==> config.mk <==
export PLATFORM = sky130hd
export DESIGN_NAME = rvfi_tracer
export DESIGN_NICKNAME = d
export VERILOG_FILES = /design/src/logic/isa_pkg.sv /design/src/logic/trace_pkg.sv /design/src/logic/amo_wdata_calc.sv /design/src/logic/issue_latch.sv /design/src/logic/retire_ctrl.sv /design/src/logic/rvfi_tracer.sv /design/src/logic/trans_table.sv
export SDC_FILE = /design/constraint.sdc
export NUM_CORES = 2
export LEC_CHECK = 0
export ABC_AREA = 1
export ABC_CLOCK_PERIOD_IN_PS = 3690
export BUFFER_PORTS_ARGS = -buffer_cell sky130_fd_sc_hd__buf_2
export CORE_MARGIN = 1.5
export CORE_UTILIZATION = 61
export CTS_BUF_LIST = sky130_fd_sc_hd__clkbuf_4 sky130_fd_sc_hd__clkbuf_8
export DETAILED_ROUTE_END_ITERATION = 8
export PLACE_DENSITY = 0.82
export SETUP_SLACK_MARGIN = 0.02
export SLEW_MARGIN = 20
export SYNTH_ARGS = -nofsm -noshare
export SYNTH_HDL_FRONTEND = slang
export SYNTH_SLANG_ARGS = --single-unit
==> constraint.sdc <==
create_clock -name clk_i -period 3.69 [get_ports clk_i]
set_clock_uncertainty 0.05 [all_clocks]
set_input_delay 0.369 -clock clk_i [delete_from_list [all_inputs] [get_ports clk_i]]
set_output_delay 0.369 -clock clk_i [all_outputs]
set_load 0.01 [all_outputs]
==> src/logic/isa_pkg.sv <==
// RISC-V decode definitions

package isa_pkg;

  typedef logic [31:0] instr_t;    // Raw instruction word
  typedef logic [4:0]  reg_addr_t; // Integer register index

  // Privilege levels as encoded in mstatus.MPP
  typedef enum logic [1:0] {
    PRIV_LVL_U = 2'b00,
    PRIV_LVL_S = 2'b01,
    PRIV_LVL_M = 2'b11
  } priv_lvl_e;

  // Operation class of a committing instruction, only what the tracer tells apart
  typedef enum logic [3:0] {
    OP_OTHER,
    OP_LOAD,
    OP_STORE,
    AMO_SC,
    AMO_SWAP,
    AMO_ADD,
    AMO_AND,
    AMO_OR,
    AMO_XOR,
    AMO_MAX,
    AMO_MIN,
    AMO_MAXU,
    AMO_MINU
  } commit_op_e;

  // Kind of access the load/store unit is working on
  typedef enum logic [1:0] {
    LSU_NONE,
    LSU_LOAD,
    LSU_STORE
  } lsu_fu_e;

  // Environment call exception codes
  localparam int unsigned CauseEcallU = 8;
  localparam int unsigned CauseEcallS = 9;
  localparam int unsigned CauseEcallM = 11;

endpackage

==> src/logic/trace_pkg.sv <==
// Tracer configuration

package trace_pkg;

  // --------------------------------------------------------------------------
  // Build defaults
  // --------------------------------------------------------------------------

  localparam int unsigned DefaultXlen      = 32; // 64 is supported as well
  localparam int unsigned DefaultSbEntries = 8;  // Power of two, at least 2

  // --------------------------------------------------------------------------
  // Record field sizes
  // --------------------------------------------------------------------------

  // Privilege mode field of the retirement record
  localparam int unsigned ModeWidth = 2;

endpackage

==> src/logic/amo_wdata_calc.sv <==
// Memory write value of a committed instruction

module amo_wdata_calc
  import isa_pkg::*;
#(
  parameter int unsigned Xlen = 32
) (
  input  commit_op_e      op_i,
  input  logic [Xlen-1:0] mem_old_i,     // Value read from memory, returned to rd
  input  logic [Xlen-1:0] rs2_i,
  input  logic [Xlen-1:0] store_wdata_i,
  output logic [Xlen-1:0] mem_wdata_o
);

  logic            cmp_signed;
  logic [Xlen:0]   cmp_a;
  logic [Xlen:0]   cmp_b;
  logic [Xlen:0]   cmp_diff;
  logic            old_lt_rs2;
  logic [Xlen-1:0] sum;

  // --------------------------------------------------------------------------
  // Shared comparator
  // --------------------------------------------------------------------------

  assign cmp_signed = (op_i == AMO_MAX) || (op_i == AMO_MIN);

  // One extra bit turns both compare flavours into a signed subtraction
  assign cmp_a      = {cmp_signed & mem_old_i[Xlen-1], mem_old_i};
  assign cmp_b      = {cmp_signed & rs2_i[Xlen-1], rs2_i};
  assign cmp_diff   = cmp_a - cmp_b;
  assign old_lt_rs2 = cmp_diff[Xlen]; // Sign of the difference

  assign sum = mem_old_i + rs2_i; // Wraps modulo 2^Xlen

  // --------------------------------------------------------------------------
  // Result select
  // --------------------------------------------------------------------------

  always_comb begin
    unique case (op_i)
      AMO_SC,
      AMO_SWAP:  mem_wdata_o = rs2_i;
      AMO_ADD:   mem_wdata_o = sum;
      AMO_AND:   mem_wdata_o = mem_old_i & rs2_i;
      AMO_OR:    mem_wdata_o = mem_old_i | rs2_i;
      AMO_XOR:   mem_wdata_o = mem_old_i ^ rs2_i;
      AMO_MAX,
      AMO_MAXU:  mem_wdata_o = old_lt_rs2 ? rs2_i : mem_old_i;
      AMO_MIN,
      AMO_MINU:  mem_wdata_o = old_lt_rs2 ? mem_old_i : rs2_i;
      default:   mem_wdata_o = store_wdata_i; // Plain store, zero for anything else
    endcase
  end

endmodule

==> src/logic/issue_latch.sv <==
// Fetch-to-issue instruction latch

module issue_latch
  import isa_pkg::*;
(
  input  logic   clk_i,
  input  logic   rst_ni,
  input  logic   fetch_valid_i,
  input  logic   fetch_compressed_i,
  input  instr_t fetch_instr_i,
  input  logic   issue_ack_i,
  input  logic   flush_i,
  output instr_t instr_o,
  output logic   compressed_o
);

  logic   valid_q;
  logic   load;
  instr_t truncated;
  instr_t instr_q;
  logic   compressed_q;

  // Take a new fetch when the slot is free now or frees up this cycle
  assign load = fetch_valid_i && (!valid_q || issue_ack_i);

  // Only the low half is meaningful for a compressed encoding
  assign truncated = fetch_compressed_i ? {16'b0, fetch_instr_i[15:0]} : fetch_instr_i;

  always_ff @(posedge clk_i or negedge rst_ni) begin
    if (!rst_ni) begin
      valid_q <= 1'b0;
    end else if (flush_i) begin
      valid_q <= 1'b0;
    end else if (load) begin
      valid_q <= 1'b1;
    end else if (issue_ack_i) begin
      valid_q <= 1'b0; // Issued, nothing behind it
    end
  end

  always_ff @(posedge clk_i) begin
    if (load) begin
      instr_q      <= truncated;
      compressed_q <= fetch_compressed_i;
    end
  end

  assign instr_o      = instr_q;
  assign compressed_o = compressed_q;

endmodule

==> src/logic/retire_ctrl.sv <==
// Retirement record register

module retire_ctrl
  import isa_pkg::*;
#(
  parameter int unsigned Xlen          = 32,
  parameter type         operand_rec_t = logic,
  parameter type         mem_rec_t     = logic
) (
  input  logic              clk_i,
  input  logic              rst_ni,
  input  logic              commit_valid_i,
  input  logic              commit_ack_i,
  input  logic              commit_drop_i,
  input  logic              ex_valid_i,
  input  logic [Xlen-1:0]   ex_cause_i,
  input  priv_lvl_e         priv_lvl_i,
  input  logic [Xlen-1:0]   commit_pc_i,
  input  logic [Xlen-1:0]   commit_wdata_i,
  input  logic [Xlen-1:0]   commit_result_i,
  input  reg_addr_t         commit_rs1_i,
  input  reg_addr_t         commit_rs2_i,
  input  reg_addr_t         commit_rd_i,
  input  operand_rec_t      op_rec_i,
  input  mem_rec_t          mem_rec_i,
  input  logic [Xlen-1:0]   mem_wdata_i,
  output logic              rvfi_valid_o,
  output logic              rvfi_trap_o,
  output logic [Xlen-1:0]   rvfi_cause_o,
  output priv_lvl_e         rvfi_mode_o,
  output instr_t            rvfi_insn_o,
  output logic [Xlen-1:0]   rvfi_pc_o,
  output reg_addr_t         rvfi_rs1_addr_o,
  output reg_addr_t         rvfi_rs2_addr_o,
  output reg_addr_t         rvfi_rd_addr_o,
  output logic [Xlen-1:0]   rvfi_rs1_rdata_o,
  output logic [Xlen-1:0]   rvfi_rs2_rdata_o,
  output logic [Xlen-1:0]   rvfi_rd_wdata_o,
  output logic [Xlen-1:0]   rvfi_mem_addr_o,
  output logic [Xlen/8-1:0] rvfi_mem_rmask_o,
  output logic [Xlen/8-1:0] rvfi_mem_wmask_o,
  output logic [Xlen-1:0]   rvfi_mem_wdata_o,
  output logic [Xlen-1:0]   rvfi_mem_rdata_o
);

  logic exception;
  logic is_ecall;
  logic valid_d;
  logic trap_d;

  // --------------------------------------------------------------------------
  // Retire decision
  // --------------------------------------------------------------------------

  assign exception = commit_valid_i && ex_valid_i && !commit_drop_i;

  assign is_ecall = (ex_cause_i == Xlen'(CauseEcallU)) ||
                    (ex_cause_i == Xlen'(CauseEcallS)) ||
                    (ex_cause_i == Xlen'(CauseEcallM));

  // An ecall still counts as a retired instruction
  assign valid_d = (commit_ack_i && !ex_valid_i && !commit_drop_i) || (exception && is_ecall);

  // Interrupts set the top cause bit and are not traps of the instruction
  assign trap_d = exception && !ex_cause_i[Xlen-1];

  always_ff @(posedge clk_i or negedge rst_ni) begin
    if (!rst_ni) begin
      rvfi_valid_o <= 1'b0;
      rvfi_trap_o  <= 1'b0;
    end else begin
      rvfi_valid_o <= valid_d;
      rvfi_trap_o  <= trap_d;
    end
  end

  // --------------------------------------------------------------------------
  // Record payload, qualified by valid and trap
  // --------------------------------------------------------------------------

  always_ff @(posedge clk_i) begin
    rvfi_cause_o     <= ex_cause_i;
    rvfi_mode_o      <= priv_lvl_i;
    rvfi_insn_o      <= op_rec_i.instr;
    rvfi_pc_o        <= commit_pc_i;
    rvfi_rs1_addr_o  <= commit_rs1_i;
    rvfi_rs2_addr_o  <= commit_rs2_i;
    rvfi_rd_addr_o   <= commit_rd_i;
    rvfi_rs1_rdata_o <= op_rec_i.rs1_rdata;
    rvfi_rs2_rdata_o <= op_rec_i.rs2_rdata;
    rvfi_rd_wdata_o  <= commit_wdata_i;
    rvfi_mem_addr_o  <= mem_rec_i.addr;
    rvfi_mem_rmask_o <= mem_rec_i.rmask;
    rvfi_mem_wmask_o <= mem_rec_i.wmask;
    rvfi_mem_wdata_o <= mem_wdata_i;     // AMO result or store data
    rvfi_mem_rdata_o <= commit_result_i;
  end

endmodule

==> src/logic/rvfi_tracer.sv <==
// RVFI retirement tracer

module rvfi_tracer
  import isa_pkg::*;
  import trace_pkg::*;
#(
  parameter int unsigned  Xlen        = DefaultXlen,
  parameter int unsigned  NrSbEntries = DefaultSbEntries,
  localparam int unsigned TransIdW    = $clog2(NrSbEntries)
) (
  input  logic                 clk_i,
  input  logic                 rst_ni,
  input  logic                 flush_i,
  // Fetch
  input  logic                 fetch_valid_i,
  input  instr_t               fetch_instr_i,
  input  logic                 fetch_compressed_i,
  input  logic                 issue_ack_i,
  // Issue
  input  logic                 decoded_valid_i,
  input  logic                 decoded_ack_i,
  input  logic                 flush_unissued_i,
  input  logic [TransIdW-1:0]  issue_ptr_i,
  input  logic [Xlen-1:0]      rs1_rdata_i,
  input  logic [Xlen-1:0]      rs2_rdata_i,
  // Load/store unit
  input  lsu_fu_e              lsu_fu_i,
  input  logic [Xlen/8-1:0]    lsu_be_i,
  input  logic [Xlen-1:0]      lsu_vaddr_i,
  input  logic [TransIdW-1:0]  lsu_trans_id_i,
  input  logic [Xlen-1:0]      store_wdata_i,
  // Commit
  input  logic                 commit_valid_i,
  input  logic                 commit_ack_i,
  input  logic                 commit_drop_i,
  input  logic [TransIdW-1:0]  commit_ptr_i,
  input  logic [Xlen-1:0]      commit_pc_i,
  input  commit_op_e           commit_op_i,
  input  reg_addr_t            commit_rs1_i,
  input  reg_addr_t            commit_rs2_i,
  input  reg_addr_t            commit_rd_i,
  input  logic [Xlen-1:0]      commit_wdata_i,
  input  logic [Xlen-1:0]      commit_result_i,
  input  logic                 ex_valid_i,
  input  logic [Xlen-1:0]      ex_cause_i,
  input  priv_lvl_e            priv_lvl_i,
  // Retirement record
  output logic                 rvfi_valid_o,
  output logic                 rvfi_trap_o,
  output logic [Xlen-1:0]      rvfi_cause_o,
  output logic [ModeWidth-1:0] rvfi_mode_o,
  output instr_t               rvfi_insn_o,
  output logic [Xlen-1:0]      rvfi_pc_o,
  output reg_addr_t            rvfi_rs1_addr_o,
  output reg_addr_t            rvfi_rs2_addr_o,
  output reg_addr_t            rvfi_rd_addr_o,
  output logic [Xlen-1:0]      rvfi_rs1_rdata_o,
  output logic [Xlen-1:0]      rvfi_rs2_rdata_o,
  output logic [Xlen-1:0]      rvfi_rd_wdata_o,
  output logic [Xlen-1:0]      rvfi_mem_addr_o,
  output logic [Xlen/8-1:0]    rvfi_mem_rmask_o,
  output logic [Xlen/8-1:0]    rvfi_mem_wmask_o,
  output logic [Xlen-1:0]      rvfi_mem_wdata_o,
  output logic [Xlen-1:0]      rvfi_mem_rdata_o
);

  typedef struct packed {
    logic [Xlen-1:0] rs1_rdata;
    logic [Xlen-1:0] rs2_rdata;
    instr_t          instr;
    logic            compressed;
  } operand_rec_t;

  typedef struct packed {
    logic [Xlen-1:0]   addr;
    logic [Xlen/8-1:0] rmask;
    logic [Xlen/8-1:0] wmask;
    logic [Xlen-1:0]   wdata;
  } mem_rec_t;

  instr_t          latch_instr;
  logic            latch_compressed;
  logic            op_wr;
  operand_rec_t    op_wr_rec;
  operand_rec_t    op_rd_rec;
  logic            lsu_load;
  logic            lsu_store;
  logic            mem_wr;
  mem_rec_t        mem_wr_rec;
  mem_rec_t        mem_rd_rec;
  logic [Xlen-1:0] mem_wdata;

  // --------------------------------------------------------------------------
  // Table write ports
  // --------------------------------------------------------------------------

  assign op_wr     = decoded_valid_i && decoded_ack_i && !flush_unissued_i;
  assign op_wr_rec = '{rs1_rdata: rs1_rdata_i, rs2_rdata: rs2_rdata_i,
                       instr: latch_instr, compressed: latch_compressed};

  assign lsu_load   = (lsu_fu_i == LSU_LOAD);
  assign lsu_store  = (lsu_fu_i == LSU_STORE);
  assign mem_wr     = (lsu_load || lsu_store) && (|lsu_be_i); // Empty byte enable is no access
  assign mem_wr_rec = '{addr:  lsu_vaddr_i,
                        rmask: lsu_load ? lsu_be_i : '0,
                        wmask: lsu_store ? lsu_be_i : '0,
                        wdata: lsu_store ? store_wdata_i : '0};

  issue_latch u_issue_latch (
    .clk_i              (clk_i),
    .rst_ni             (rst_ni),
    .fetch_valid_i      (fetch_valid_i),
    .fetch_compressed_i (fetch_compressed_i),
    .fetch_instr_i      (fetch_instr_i),
    .issue_ack_i        (issue_ack_i),
    .flush_i            (flush_i),
    .instr_o            (latch_instr),
    .compressed_o       (latch_compressed)
  );

  trans_table #(
    .NrSbEntries (NrSbEntries),
    .payload_t   (operand_rec_t)
  ) u_operand_table (
    .clk_i     (clk_i),
    .rst_ni    (rst_ni),
    .wr_i      (op_wr),
    .wr_idx_i  (issue_ptr_i),
    .wr_data_i (op_wr_rec),
    .clr_i     (commit_valid_i),
    .clr_idx_i (commit_ptr_i),
    .clr_all_i (flush_i),
    .rd_idx_i  (commit_ptr_i),
    .rd_data_o (op_rd_rec)
  );

  trans_table #(
    .NrSbEntries (NrSbEntries),
    .payload_t   (mem_rec_t)
  ) u_mem_table (
    .clk_i     (clk_i),
    .rst_ni    (rst_ni),
    .wr_i      (mem_wr),
    .wr_idx_i  (lsu_trans_id_i),
    .wr_data_i (mem_wr_rec),
    .clr_i     (commit_valid_i),
    .clr_idx_i (commit_ptr_i),
    .clr_all_i (flush_i),
    .rd_idx_i  (commit_ptr_i),
    .rd_data_o (mem_rd_rec)
  );

  // --------------------------------------------------------------------------
  // Commit side
  // --------------------------------------------------------------------------

  amo_wdata_calc #(
    .Xlen (Xlen)
  ) u_amo_wdata_calc (
    .op_i          (commit_op_i),
    .mem_old_i     (commit_wdata_i), // rd gets the old memory value on an AMO
    .rs2_i         (op_rd_rec.rs2_rdata),
    .store_wdata_i (mem_rd_rec.wdata),
    .mem_wdata_o   (mem_wdata)
  );

  retire_ctrl #(
    .Xlen          (Xlen),
    .operand_rec_t (operand_rec_t),
    .mem_rec_t     (mem_rec_t)
  ) u_retire_ctrl (
    .clk_i            (clk_i),
    .rst_ni           (rst_ni),
    .commit_valid_i   (commit_valid_i),
    .commit_ack_i     (commit_ack_i),
    .commit_drop_i    (commit_drop_i),
    .ex_valid_i       (ex_valid_i),
    .ex_cause_i       (ex_cause_i),
    .priv_lvl_i       (priv_lvl_i),
    .commit_pc_i      (commit_pc_i),
    .commit_wdata_i   (commit_wdata_i),
    .commit_result_i  (commit_result_i),
    .commit_rs1_i     (commit_rs1_i),
    .commit_rs2_i     (commit_rs2_i),
    .commit_rd_i      (commit_rd_i),
    .op_rec_i         (op_rd_rec),
    .mem_rec_i        (mem_rd_rec),
    .mem_wdata_i      (mem_wdata),
    .rvfi_valid_o     (rvfi_valid_o),
    .rvfi_trap_o      (rvfi_trap_o),
    .rvfi_cause_o     (rvfi_cause_o),
    .rvfi_mode_o      (rvfi_mode_o),
    .rvfi_insn_o      (rvfi_insn_o),
    .rvfi_pc_o        (rvfi_pc_o),
    .rvfi_rs1_addr_o  (rvfi_rs1_addr_o),
    .rvfi_rs2_addr_o  (rvfi_rs2_addr_o),
    .rvfi_rd_addr_o   (rvfi_rd_addr_o),
    .rvfi_rs1_rdata_o (rvfi_rs1_rdata_o),
    .rvfi_rs2_rdata_o (rvfi_rs2_rdata_o),
    .rvfi_rd_wdata_o  (rvfi_rd_wdata_o),
    .rvfi_mem_addr_o  (rvfi_mem_addr_o),
    .rvfi_mem_rmask_o (rvfi_mem_rmask_o),
    .rvfi_mem_wmask_o (rvfi_mem_wmask_o),
    .rvfi_mem_wdata_o (rvfi_mem_wdata_o),
    .rvfi_mem_rdata_o (rvfi_mem_rdata_o)
  );

endmodule

==> src/logic/trans_table.sv <==
// Per-transaction record table

module trans_table #(
  parameter int unsigned NrSbEntries = 8,
  parameter type         payload_t   = logic,
  localparam int unsigned TransIdW   = $clog2(NrSbEntries)
) (
  input  logic                clk_i,
  input  logic                rst_ni,
  input  logic                wr_i,
  input  logic [TransIdW-1:0] wr_idx_i,
  input  payload_t            wr_data_i,
  input  logic                clr_i,
  input  logic [TransIdW-1:0] clr_idx_i,
  input  logic                clr_all_i,
  input  logic [TransIdW-1:0] rd_idx_i,
  output payload_t            rd_data_o
);

  logic     [NrSbEntries-1:0] valid_q;
  payload_t                   data_q [NrSbEntries];

  // Valid bits, a write beats any clear hitting the same entry
  always_ff @(posedge clk_i or negedge rst_ni) begin
    if (!rst_ni) begin
      valid_q <= '0;
    end else begin
      for (int unsigned i = 0; i < NrSbEntries; i++) begin
        if (wr_i && (wr_idx_i == TransIdW'(i))) begin
          valid_q[i] <= 1'b1;
        end else if (clr_all_i || (clr_i && (clr_idx_i == TransIdW'(i)))) begin
          valid_q[i] <= 1'b0;
        end
      end
    end
  end

  always_ff @(posedge clk_i) begin
    if (wr_i) begin
      data_q[wr_idx_i] <= wr_data_i; // Whole entry replaced
    end
  end

  // Stale payload is hidden behind the valid bit
  assign rd_data_o = valid_q[rd_idx_i] ? data_q[rd_idx_i] : '0;

endmodule

==> summary.txt <==
Outcome
  – Status: complete, no violations

Worst hold path
  – Hold Crit Depth: 2
  – Hold path start: ex_cause_i[11]
  – Hold Path Sink: u_retire_ctrl.rvfi_cause_o[11]$_DFF_P_
  – Worst Hold Class: in -> reg

Place
  – DP Area: 70900 um^2
  – Placed insts: 6927
  – RePlAce Congestion: 1.03
  – IO Port Bufs: 651
  – Hpwl dp: 103000 um

Routing
  – Via total after detailed routing: 48300
  – Final WL: 197000 um
  – Initial DRT Pass Iterations: 8
  – Antenna viol nets, final: 0
  – Vias per cell: 6.13
  – Routed len/inst: 25.1 um
  – Residual DRC: 0
  – Initial drt markers: 6363

Global route
  – Gr usage total: 0.359
  – Number of antenna violations at the first check in global routing: 28
  – First-pass GRT wire length: 287000 um
  – Vias in the first global route: 48700
  – Grt total ovfl: 0
  – Largest net degree at the start of global routing: 171

Final layout
  – Area of the multi-input gates: 14300 um^2
  – Layout cells sized above 1: 0.225
  – # fillers: 5629
  – Synth-to-Final Area Change: 26.2%
  – Commonest cells after routing, fill and taps aside: edfxtp_1 (1376), nand2_1 (1110), buf_2 (650), dlygate4sd3_1 (429), a22oi_1 (332)
  – Fin util: 0.780
  – Sequential cell area: 48100 um^2
  – Commonest non-fill, non-tap cell in the layout: edfxtp_1
  – Final Cell Area: 81100 um^2
  – Fin cells: 7875
  – NumNets Final: 6706

Setup path
  – WP buf/inv: 6
  – CP max stage delay: 0.39 ns
  – Crit. End Element: flip-flop
  – Slowest stage cell, crit path: dfrtp_1
  – Critical Path Start Type: flip-flop
  – Crit path top cell by count: nand2_1
  – RR Endpoint: u_retire_ctrl.rvfi_mem_wdata_o[15]$_DFF_P_
  – Critical path's top delay family: simple AND/OR/NAND/NOR gates
  – Crit path DAT: 4.31 ns
  – Worst r2r src: u_operand_table.valid_q[4]$_DFFE_PN0P_
  – WP depth: 26
  – Crit Path Max Fanout: 10
  – Worst path required time: 4.39 ns
  – Worst-case reg-to-reg path depth: 26
  – Reg2Reg Setup Slack: 0.08 ns
  – Crit path kind: reg -> reg

Logic synthesis
  – Post-Synthesis Cells: 4855
  – Top_reg_cell synth: edfxtp_1
  – Largest cells by area after synthesis: edfxtp_1 (64%), dfxtp_1 (9.8%), nand2_1 (6.5%)
  – Synth warn: 0
  – Async set-reset flop share out of synthesis: 0.0111
  – Post-synthesis cell area: 64200 um^2
  – Net count after synthesis: 5291
  – Xor/xnor share of the synthesized area: 0.000136
  – Yosys cell types: 51
  – Post-synthesis adder-cell area fraction: 0.0194
  – Post-synthesis mux area share: 0
  – Synth area leader: edfxtp_1
  – Yosys reg bits: 1708
  – Post-synth EDFFs: 1376
  – Seq/Total Area, Yosys: 0.748
  – Share of the synthesized area in the top cell type: 0.643
  – Combinational family with the most area after synthesis: simple AND/OR/NAND/NOR gates
  – Avg Cell Area, Syn: 13.2 um^2
  – Complex-gate fraction of the synthesized area: 0.0987
  – Post-Synth Simple-Gate Area: 0.100

STA
  – Max transition margin: 0.252
  – Final setup fails: 0
  – Fmax: 277 MHz
  – Min Clock Period, post-route: 3.61 ns
  – Crit share post-route: 0.978
  – Worst Max-Slew Pin Slew: 1.12 ns
  – Fin. Hold Viols: 0
  – Fin. max-slew vios: 0
  – TNS Setup: 0 ns

Clock network
  – CTS tree: done
  – H-tree level count: 5
  – Clk buf depth: 4
  – Root Buffer: clkbuf_8
  – Num CTS Buffers: 280
  – Clock latency on the worst-skew pair: 0.98 ns
  – Reg clk slew, reported paths: 0.08 ns
  – Clock sinks: 1708

Floorplanning
  – Core Region: 104000 um^2
  – Die H: 328 um
  – DIE WIDTH: 328 um
  – # IOs: 652
  – Die ar.: 107000 um^2
  – # rows: 118
  – Initial Util: 0.618

Power
  – Peak VDD IR: 425 uV
  – Leakage: 0.0309 uW
  – Cell area power density: 509 nW/um^2

Run
  – Maxcap violations: 0
-- worst max-delay path by stage --
stage | endpoint | startpoint
4_1_cts | u_retire_ctrl.rvfi_mem_wdata_o[21]$_DFF_P_ | u_operand_table.valid_q[5]$_DFFE_PN0P_
6_report | u_retire_ctrl.rvfi_mem_wdata_o[15]$_DFF_P_ | u_operand_table.valid_q[4]$_DFFE_PN0P_
3_5_place_dp | u_retire_ctrl.rvfi_mem_wdata_o[24]$_DFF_P_ | commit_ptr_i[1]
3_3_place_gp | u_retire_ctrl.rvfi_mem_wdata_o[24]$_DFF_P_ | commit_ptr_i[0]
5_1_grt | u_retire_ctrl.rvfi_mem_wdata_o[15]$_DFF_P_ | u_operand_table.valid_q[4]$_DFFE_PN0P_
2_1_floorplan | u_operand_table.data_q[0][10]$_DFFE_PP_ | decoded_valid_i
-- through the flow --
| step | hold WS (ns) | setup WS [ns] | power [uW] |
|---|---|---|---|
| final | 0.0527 | 0.0822 | 41300 |
| after global placement | 0.333 | -0.156 | 24400 |
| after global routing | 0.0336 | -0.0307 | 42300 |
| after floorplan | 0.0234 | -1.59 | 23300 |
| after detailed placement | 0.337 | -0.287 | 24500 |
| after CTS | 0.000592 | 0.0646 | 40700 |
-- final cells by class --
| type | instances | share of cell area |
|---|---|---|
| Antenna cell | 21 | 0.000648 |
| Clock buffer | 414 | 0.0623 |
| Clock inverter | 72 | 0.00526 |
| Inverter | 268 | 0.0126 |
| Multi-Input combinational cell | 2640 | 0.177 |
| Sequential cell | 1708 | 0.593 |
| Tap cell | 1380 | 0.0213 |
| Timing Repair Buffer | 1372 | 0.128 |
-- Yosys cell counts, types with 15 or more instances --
library cell and number:
edfxtp_1 1376, nand2_1 1117, a22oi_1 332, dfxtp_1 313, inv_1 263, a21oi_1 243
nand3_1 189, nor2_1 161, buf_2 136, ha_1 98, o21ai_0 96, clkbuf_1 71
nand4_1 69, o21a_1 67, a31oi_1 64, a41oi_1 64, o22ai_1 42, dfrtp_1 19
buf_1 17, nor3_1 17, a21o_1 15
-- state kept, by name, indices dropped and copies added (netlist names), 32 cells and up --
name,count
u_operand_table.data_q,768
u_retire_ctrl.rvfi_pc_o,32
u_retire_ctrl.rvfi_cause_o,32
u_mem_table.data_q,576
u_retire_ctrl.rvfi_mem_wdata_o,32
u_retire_ctrl.rvfi_mem_addr_o,32
u_issue_latch.instr_o,32
u_retire_ctrl.rvfi_insn_o,32
u_retire_ctrl.rvfi_rs1_rdata_o,32
u_retire_ctrl.rvfi_rd_wdata_o,32
u_retire_ctrl.rvfi_rs2_rdata_o,32
u_retire_ctrl.rvfi_mem_rdata_o,32
-- layer usage --
layer / GRT usage / up-vias / routed length [um]
met1: 0.438 / 23100 / 66500
met5: 0 / - / 99
met4: 0.225 / 16 / 12700
li1: - / 20600 / -
met2: 0.585 / 3816 / 95500
met3: 0.0788 / 813 / 22600
-- power by group --
group / total, uW / leakage (uW) / internal, uW / switching [uW]
sequential: 21600 / 0.0148 / 21400 / 231
clock: 16500 / 0.00291 / 8910 / 7560
combinational: 3200 / 0.0132 / 1230 / 1960
total: 41300 / 0.0309 / 31500 / 9760
-- repair_timing --
item / CTS / global route
hold buffers: 430 / 0
setup endpoints to repair: 0 / 31
endpoints found under the hold margin: 1343 / 0
gates resized for setup: 0 / 36
buffers inserted: 0 / 4
-- kinds of logic (layout without fill, tap and decap cells) --
kind of cell / Yosys count / in the layout
AO/OA/AOI/OAI: 962 / 962
XOR/XNOR: 1 / 1
adder cells (fa/ha/maj): 99 / 99
buffers and inverters: 508 / 2126
flip-flops: 1708 / 1708
other: 0 / 21
AND/OR/NAND/NOR: 1577 / 1578
No activity file was read; power rests on OpenSTA's default activity.
